$ cat config.mk
export PLATFORM = sky130hd
export DESIGN_NAME = rom_fetch
export DESIGN_NICKNAME = d
export VERILOG_FILES = /design/src/source/rom_pkg.sv /design/src/source/rom_fetch.sv /design/src/source/rom_download.sv /design/src/source/rom_arbiter.sv /design/src/source/rom_slot.sv
export SDC_FILE = /design/constraint.sdc
export NUM_CORES = 1
export LEC_CHECK = 0
export BUFFER_PORTS_ARGS = -buffer_cell sky130_fd_sc_hd__buf_2
export CORE_AREA = 2 2 140 142
export CTS_CLUSTER_SIZE = 40
export DETAILED_ROUTE_END_ITERATION = 10
export DIE_AREA = 0 0 142 144
export PLACE_DENSITY = 0.67
export SKIP_LAST_GASP = 1
export SLEW_MARGIN = 20
export SYNTH_ARGS = -nofsm -noshare
export SYNTH_HDL_FRONTEND = slang
export SYNTH_SLANG_ARGS = --single-unit
export TNS_END_PERCENT = 100
$ cat constraint.sdc
create_clock -name clk -period 5.5 [get_ports clk]
set_clock_uncertainty 0.2 [all_clocks]
set_input_delay 0.55 -clock clk [delete_from_list [all_inputs] [get_ports clk]]
set_output_delay 0.55 -clock clk [all_outputs]
set_load 0.05 [all_outputs]
$ cat src/source/rom_pkg.sv
`default_nettype none

package rom_pkg;

    localparam int SDRAM_AW = 22;   // SDRAM word address
    localparam int IOCTL_AW = 25;   // Loader byte address
    localparam int NSLOT    = 3;    // Read clients on the arbiter

    typedef logic [SDRAM_AW-1:0] sdram_addr_t;
    typedef logic [15:0]         word_t;
    typedef logic [7:0]          byte_t;
    typedef logic [IOCTL_AW-1:0] ioctl_addr_t;

    // Read request from a slot to the arbiter
    typedef struct packed {
        logic        pending;
        sdram_addr_t addr;
    } slot_req_t;

    // Download write port towards the SDRAM controller
    typedef struct packed {
        sdram_addr_t addr;
        byte_t       data;
        logic [1:0]  mask;  // Active low byte enables
        logic        we;
    } prog_t;

endpackage

`default_nettype wire
$ cat src/source/rom_fetch.sv
`default_nettype none
`timescale 1ns/1ps

module rom_fetch #(
    parameter int                   GFX_AW      = 18,
    parameter int                   SND_AW      = 15,
    parameter int                   MAIN_AW     = 18,
    parameter rom_pkg::sdram_addr_t GFX_OFFSET  = 22'h02_4000,
    parameter rom_pkg::sdram_addr_t SND_OFFSET  = 22'h02_0000,
    parameter rom_pkg::sdram_addr_t MAIN_OFFSET = 22'h00_0000,
    parameter rom_pkg::ioctl_addr_t PROM_START  = 25'h0C_8000
) (
    input  wire                       clk,
    input  wire                       rst_n,
    // Loader
    input  wire                       downloading,
    input  wire rom_pkg::ioctl_addr_t ioctl_addr,
    input  wire rom_pkg::byte_t       ioctl_dout,
    input  wire                       ioctl_wr,
    // Graphics slot addresses whole words
    input  wire                       gfx_cs,
    input  wire [GFX_AW-1:0]          gfx_addr,
    output rom_pkg::word_t            gfx_data,
    output logic                      gfx_ok,
    // Sound CPU
    input  wire                       snd_cs,
    input  wire [SND_AW-1:0]          snd_addr,
    output rom_pkg::byte_t            snd_data,
    output logic                      snd_ok,
    // Main CPU
    input  wire                       main_cs,
    input  wire [MAIN_AW-1:0]         main_addr,
    output rom_pkg::byte_t            main_data,
    output logic                      main_ok,
    // SDRAM
    output logic                      sdram_req,
    output rom_pkg::sdram_addr_t      sdram_addr,
    input  wire                       sdram_ack,
    input  wire                       data_rdy,
    input  wire rom_pkg::word_t       data_read,
    // Program port
    output rom_pkg::prog_t            prog,
    output logic                      prom_we
);
    import rom_pkg::*;

    slot_req_t [NSLOT-1:0] slot_req;    // 0 gfx, 1 sound, 2 main
    logic      [NSLOT-1:0] slot_done;
    word_t                 rd_data;
    sdram_addr_t           arb_addr;

    // Downloader owns the address bus while loading
    assign sdram_addr = downloading ? prog.addr : arb_addr;

    rom_download #(.PROM_START(PROM_START)) u_dwnld (
        .clk         ( clk         ),
        .rst_n       ( rst_n       ),
        .downloading ( downloading ),
        .ioctl_addr  ( ioctl_addr  ),
        .ioctl_dout  ( ioctl_dout  ),
        .ioctl_wr    ( ioctl_wr    ),
        .sdram_ack   ( sdram_ack   ),
        .prog        ( prog        ),
        .prom_we     ( prom_we     )
    );

    rom_slot #(.data_t(word_t), .AW(GFX_AW), .OFFSET(GFX_OFFSET)) u_gfx (
        .clk     ( clk          ),
        .rst_n   ( rst_n        ),
        .cs      ( gfx_cs       ),
        .addr    ( gfx_addr     ),
        .done    ( slot_done[0] ),
        .rd_data ( rd_data      ),
        .data    ( gfx_data     ),
        .ok      ( gfx_ok       ),
        .req     ( slot_req[0]  )
    );

    rom_slot #(.data_t(byte_t), .AW(SND_AW), .OFFSET(SND_OFFSET)) u_snd (
        .clk     ( clk          ),
        .rst_n   ( rst_n        ),
        .cs      ( snd_cs       ),
        .addr    ( snd_addr     ),
        .done    ( slot_done[1] ),
        .rd_data ( rd_data      ),
        .data    ( snd_data     ),
        .ok      ( snd_ok       ),
        .req     ( slot_req[1]  )
    );

    rom_slot #(.data_t(byte_t), .AW(MAIN_AW), .OFFSET(MAIN_OFFSET)) u_main (
        .clk     ( clk          ),
        .rst_n   ( rst_n        ),
        .cs      ( main_cs      ),
        .addr    ( main_addr    ),
        .done    ( slot_done[2] ),
        .rd_data ( rd_data      ),
        .data    ( main_data    ),
        .ok      ( main_ok      ),
        .req     ( slot_req[2]  )
    );

    rom_arbiter u_arb (
        .clk         ( clk         ),
        .rst_n       ( rst_n       ),
        .downloading ( downloading ),
        .req         ( slot_req    ),
        .sdram_ack   ( sdram_ack   ),
        .data_rdy    ( data_rdy    ),
        .data_read   ( data_read   ),
        .done        ( slot_done   ),
        .rd_data     ( rd_data     ),
        .sdram_req   ( sdram_req   ),
        .sdram_addr  ( arb_addr    )
    );

endmodule

`default_nettype wire

$ cat src/source/rom_download.sv
`default_nettype none
`timescale 1ns/1ps

module rom_download #(
    parameter rom_pkg::ioctl_addr_t PROM_START = 25'h0C_8000
) (
    input  wire                       clk,
    input  wire                       rst_n,
    input  wire                       downloading,
    input  wire rom_pkg::ioctl_addr_t ioctl_addr,
    input  wire rom_pkg::byte_t       ioctl_dout,
    input  wire                       ioctl_wr,
    input  wire                       sdram_ack,
    output rom_pkg::prog_t            prog,
    output logic                      prom_we
);
    import rom_pkg::*;

    sdram_addr_t wr_addr;
    byte_t       wr_data;
    logic [1:0]  wr_mask;
    logic        wr_we;
    logic        take;      // Byte accepted this cycle
    logic        is_prom;

    // Bytes arriving while a write is still open are dropped
    assign take    = downloading && ioctl_wr && !wr_we;
    assign is_prom = ioctl_addr >= PROM_START;

    always_ff @(posedge clk) begin
        if (take) begin
            wr_addr <= ioctl_addr[SDRAM_AW:1];          // Byte to word address
            wr_data <= ioctl_dout;
            wr_mask <= ioctl_addr[0] ? 2'b01 : 2'b10;   // Odd byte goes high
        end
    end

    always_ff @(posedge clk or negedge rst_n) begin
        if (!rst_n) begin
            wr_we   <= 1'b0;
            prom_we <= 1'b0;
        end else begin
            prom_we <= take && is_prom;     // Single cycle strobe
            if (take && !is_prom) begin
                wr_we <= 1'b1;
            end else if (sdram_ack) begin
                wr_we <= 1'b0;
            end
        end
    end

    assign prog = '{addr: wr_addr, data: wr_data, mask: wr_mask, we: wr_we};

    a_we_exclusive: assert property (
        @(posedge clk) disable iff (!rst_n) !(prog.we && prom_we)
    );

endmodule

`default_nettype wire

$ cat src/source/rom_arbiter.sv
`default_nettype none
`timescale 1ns/1ps

module rom_arbiter (
    input  wire                                          clk,
    input  wire                                          rst_n,
    input  wire                                          downloading,
    input  wire rom_pkg::slot_req_t [rom_pkg::NSLOT-1:0] req,
    input  wire                                          sdram_ack,
    input  wire                                          data_rdy,
    input  wire rom_pkg::word_t                          data_read,
    output logic [rom_pkg::NSLOT-1:0]                    done,
    output rom_pkg::word_t                               rd_data,
    output logic                                         sdram_req,
    output rom_pkg::sdram_addr_t                         sdram_addr
);
    import rom_pkg::*;

    localparam int IDX_W = $clog2(NSLOT);

    typedef enum logic [1:0] {
        ST_IDLE,
        ST_REQ,     // sdram_req held until ack
        ST_WAIT     // Waiting for data_rdy
    } state_t;

    state_t           state;
    logic [IDX_W-1:0] winner;
    logic [IDX_W-1:0] pick;
    logic             found;
    logic             start;

    // Lowest index wins, so the loop runs from the top down
    always_comb begin
        pick  = '0;
        found = 1'b0;
        for (int i = NSLOT - 1; i >= 0; i--) begin
            if (req[i].pending) begin
                pick  = IDX_W'(i);
                found = 1'b1;
            end
        end
    end

    assign start = (state == ST_IDLE) && found && !downloading;

    always_ff @(posedge clk or negedge rst_n) begin
        if (!rst_n) begin
            state  <= ST_IDLE;
            winner <= '0;
        end else begin
            case (state)
                ST_IDLE: begin
                    if (start) begin
                        state  <= ST_REQ;
                        winner <= pick;
                    end
                end
                ST_REQ: begin
                    if (downloading) begin
                        state <= ST_IDLE;   // Slot stays pending and retries
                    end else if (sdram_ack) begin
                        state <= ST_WAIT;
                    end
                end
                ST_WAIT: begin
                    if (data_rdy) begin
                        state <= ST_IDLE;
                    end
                end
                default: state <= ST_IDLE;
            endcase
        end
    end

    always_ff @(posedge clk) begin
        if (start) begin
            sdram_addr <= req[pick].addr;
        end
    end

    assign sdram_req = (state == ST_REQ) && !downloading;
    assign rd_data   = data_read;   // Valid while done is high

    always_comb begin
        done = '0;
        if ((state == ST_WAIT) && data_rdy) begin
            done[winner] = 1'b1;
        end
    end

    a_no_read_in_dwnld: assert property (
        @(posedge clk) disable iff (!rst_n) downloading |-> !sdram_req
    );

    a_single_done: assert property (
        @(posedge clk) disable iff (!rst_n) $onehot0(done)
    );

endmodule

`default_nettype wire

$ cat src/source/rom_slot.sv
`default_nettype none
`timescale 1ns/1ps

module rom_slot #(
    parameter type                  data_t = rom_pkg::word_t,
    parameter int                   AW     = 18,
    parameter rom_pkg::sdram_addr_t OFFSET = '0
) (
    input  wire                     clk,
    input  wire                     rst_n,
    input  wire                     cs,
    input  wire [AW-1:0]            addr,
    input  wire                     done,
    input  wire rom_pkg::word_t     rd_data,
    output data_t                   data,
    output logic                    ok,
    output rom_pkg::slot_req_t      req
);
    import rom_pkg::*;

    // Byte wide clients address bytes, word wide ones address words
    localparam bit BYTE_SLOT = $bits(data_t) == 8;

    sdram_addr_t word_addr;     // SDRAM word for the current client address
    sdram_addr_t cache_addr;
    word_t       cache_data;
    logic        cache_valid;
    logic        hit;

    generate
        if (BYTE_SLOT) begin : g_byte_addr
            assign word_addr = OFFSET + sdram_addr_t'(addr >> 1);
        end else begin : g_word_addr
            assign word_addr = OFFSET + sdram_addr_t'(addr);
        end
    endgenerate

    assign hit = cache_valid && (cache_addr == word_addr);
    assign ok  = cs && hit;     // Hit shows in the same cycle

    // Pending drops as soon as the arbiter hands back the word
    assign req.pending = cs && !hit && !done;
    assign req.addr    = word_addr;

    always_ff @(posedge clk or negedge rst_n) begin
        if (!rst_n) begin
            cache_valid <= 1'b0;
        end else if (done) begin
            cache_valid <= 1'b1;
        end
    end

    always_ff @(posedge clk) begin
        if (done) begin
            cache_data <= rd_data;
            cache_addr <= word_addr;    // Client holds its address until ok
        end
    end

    // Address bit 0 picks the upper byte
    generate
        if (BYTE_SLOT) begin : g_byte_data
            assign data = data_t'(addr[0] ? cache_data[15:8] : cache_data[7:0]);
        end else begin : g_word_data
            assign data = data_t'(cache_data);
        end
    endgenerate

    a_ok_needs_cs: assert property (
        @(posedge clk) disable iff (!rst_n) !cs |-> !ok
    );

    // The arbiter only answers a slot that is still missing
    a_done_on_miss: assert property (
        @(posedge clk) disable iff (!rst_n) done |-> (cs && !hit)
    );

endmodule

`default_nettype wire

==> summary.txt <==
Floorplanning
  • Die width: 142 um
  • CORE AREA: 0.0191 mm^2
  • Starting Density: 34.1%
  • DIE AREA: 0.0204 mm^2
  • I/O pin cnt: 201
  • DIE HEIGHT: 144 um
  • # rows: 51

STA
  • Max transition margin: 38.6%
  • Final Hold Violating Endpoints: 0
  • RSZ-0062 raised after global routing: no
  • Worst-Margin Slew: 0.922 ns
  • Final Max Tran Viols: 0
  • Setup_tns: 0 ns
  • Min cycle time layout: 3.38 ns
  • Fmax achieved: 296 MHz
  • Final period util: 61.5%
  • Setup violations, final: 0

Place
  • Placer Congestion: 0.908
  • DP HPWL: 12200 um
  • PortBufs: 200

Pwr
  • Total power: 0.00281 W
  • Pwr Density: 337 mW/mm^2
  • Leakage: 3.18 nW
  • Maximum VDD drop: 0.232 mV

Worst setup path
  • CP Buf/Inv Count: 1
  • R2r setup slk: 2.15 ns
  • CP endpoint kind: output port
  • Worst path top cell family by delay: simple AND/OR/NAND/NOR gates
  • Crit-path cells: xnor2_1 -> nand4_1 -> or4_1 -> nor2_1 -> buf_2
  • Critical path startpoint category: register
  • R2R cell count: 6
  • Worst R2R End: u_arb.sdram_addr[10]$_DFFE_PP_
  • Reg-to-Reg Start: u_snd.cache_addr[10]$_DFFE_PP_
  • Slowest stage delay, CP: 0.79 ns
  • Slowest-stage cell, CP: or4_1
  • Crit path arrival time: 2.63 ns
  • Worst-path fanout max: 17
  • Kind of critical path: register to output port
  • CP Data Required Time: 4.75 ns

Clocking
  • CTS resizes: 0
  • Root Buffer: clkbuf_16
  • Clk sinks: 158
  • Worst-case clock buffer depth: 2
  • TritonCTS Buffers: 17
  • Htree depth: 4
  • Cts hold-fix bufs: 1
  • Worst-path clk slew: 0.06 ns
  • Number of post-CTS setup repair buffers: 0
  • Worst skew pair latency: 0.42 ns
  • CTS tree: yes

Yosys
  • Top cells by area, synth: edfxtp_1, mux2_2, xnor2_1, dfrtp_1, xor2_1
  • Mean Syn Cell Area: 16.5 um^2
  • Register area share after synthesis: 72.2%
  • Cell type with the largest total area after synthesis: edfxtp_1
  • Netlist cell types: 45
  • Mapped Cells: 394
  • Fraction of registers with async set/reset: 5.70%
  • Post-synth top area share: 68.8%
  • Seq cells post-synth: 158
  • Syn Nets: 504
  • Post-synth EDFFs: 149
  • YS warnings: 0
  • Synthesized area: 0.00650 mm^2
  • Most used flip-flop cell after synthesis: edfxtp_1

Outcome
  • Status: completed

Cells and area
  • Most frequent cells in the layout: buf_2, edfxtp_1, mux2_2
  • FF/Latch Area: 0.00470 mm^2
  • Synth-to-Final Area Change: 28.1%
  • NumNets Final: 713
  • Layout cell share with drive strength beyond 1: 44.9%
  • Most common cell after layout, fill and taps aside: buf_2
  • Area of the multi-input gates: 0.00170 mm^2
  • Fill cells: 1745

Global route
  • Antenna violations before repair: 10
  • First-pass GRT wire length: 24400 um
  • Tot GR Track Use: 16.1%
  • Largest net degree at the start of global routing: 37
  • Grt total ovfl: 0
  • Vias in the first global route: 4442

Route
  • DRC violation total after the first TritonRoute iteration: 196
  • Via count: 4198
  • DR WL/cell: 18.9 um
  • Antenna Violating Nets Remaining: 0
  • Vias per inst: 4.89
  • First-pass iteration count of the detailed router: 4
  • Final wirelength: 16200 um
  • DR DRC count: 0

Worst hold path
  • Worst Hold Depth: 1
  • Hold Path End: u_dwnld.wr_addr[11]$_DFFE_PP_
  • Hold crit path type: primary input to register
  • HP Start: ioctl_addr[12]

Flow run
  • Max-cap violations: 0
[metrics by stage]
stage	setup slack [ns]	instances	hold slack (ns)	util [%]	area (um^2)
after detailed placement	1.93	821	0.224	40.8	7780
after floorplan	0.837	394	0.0544	-	6500
after global placement	2.07	821	0.223	40.8	7780
after global routing	1.90	855	0.0820	43.6	8320
final	2.12	859	0.101	43.7	8330
after CTS	2.11	853	0.0819	43.6	8320
[cell type report]
cell class / count / share of cell area (%)
flip-flops and latches: 158 / 56.4
well taps: 238 / 3.57
clock inverters: 13 / 1.20
multi-input cells: 208 / 20.4
inverters: 12 / 0.541
repair buffers: 206 / 12.6
diodes: 6 / 0.180
clock buffers: 18 / 5.15
[routing by layer]
layer  part of all wire, %  routed length (um)  GRT usage [%]  up-vias
met5                  0.39                  64              0        -
met4                   2.3                 381           6.58       10
met3                   9.2                1490           7.05       29
met2                    49                7980           27.3      192
met1                    39                6310           17.8     2019
li1                      -                   -              -     1948
[where the power goes]
group | switching (W) | internal [W]
registers | 0.0000239 | 0.00137
clock network | 0.000451 | 0.000611
logic | 0.000229 | 0.000116
[worst register-to-register path: stages (launching register included)]
cell,delay [ns]
edfxtp_1,0.41
xnor2_1,0.19
nand4_1,0.13
or4_1,0.79
nand2_2,0.47
o21ai_1,0.21
o21a_1,0.54
[worst max-delay path by stage]
stage | from | to | slack [ns] | cells past startpoint
after floorplan | data_rdy | u_arb.sdram_addr[0]$_DFFE_PP_ | 0.84 | 5
after global placement | snd_addr[9] | u_arb.sdram_addr[10]$_DFFE_PP_ | 2.07 | 7
after detailed placement | snd_addr[11] | u_arb.sdram_addr[6]$_DFFE_PP_ | 1.93 | 7
after CTS | u_snd.cache_addr[10]$_DFFE_PP_ | snd_ok | 2.11 | 5
after global routing | u_arb.state[0]$_DFFE_PN0P_ | u_arb.sdram_addr[17]$_DFFE_PP_ | 1.90 | 6
final | u_snd.cache_addr[10]$_DFFE_PP_ | snd_ok | 2.12 | 5
[cell usage after synthesis (all sizes together) (2+ instances only)]
cell,count
a21oi,17
a2bb2oi,14
and2,8
and3,2
buf,5
clkbuf,11
dfrtp,9
edfxtp,149
inv,12
mux2,35
nand2,4
nand2b,5
nand3,9
nand3b,2
nand4,7
nor2,5
nor3,5
nor4,5
o211ai,3
o21ai,3
o22a,14
o32ai,3
or2,2
or4,2
xnor2,30
xor2,21
[cell families after synthesis]
logic type / count (synthesis) / synth area share, %
compound gates: 62 / 7.27
xor+xnor: 51 / 6.87
fa+ha+maj: 1 / 0.192
buf+inv: 28 / 1.92
flops: 158 / 72.2
mux: 36 / 6.21
simple gates: 58 / 5.29
[state kept, by name, indices dropped and copies added, names as in the netlist, 2 cells and up]
signal	flops
u_arb.sdram_addr	19
u_arb.state	2
u_arb.winner	2
u_dwnld.wr_addr	22
u_dwnld.wr_data	8
u_dwnld.wr_mask	2
u_gfx.cache_addr	19
u_gfx.data	16
u_main.cache_addr	17
u_main.cache_data	16
u_snd.cache_addr	14
u_snd.cache_data	16
Power figures use the tool's default switching activity.
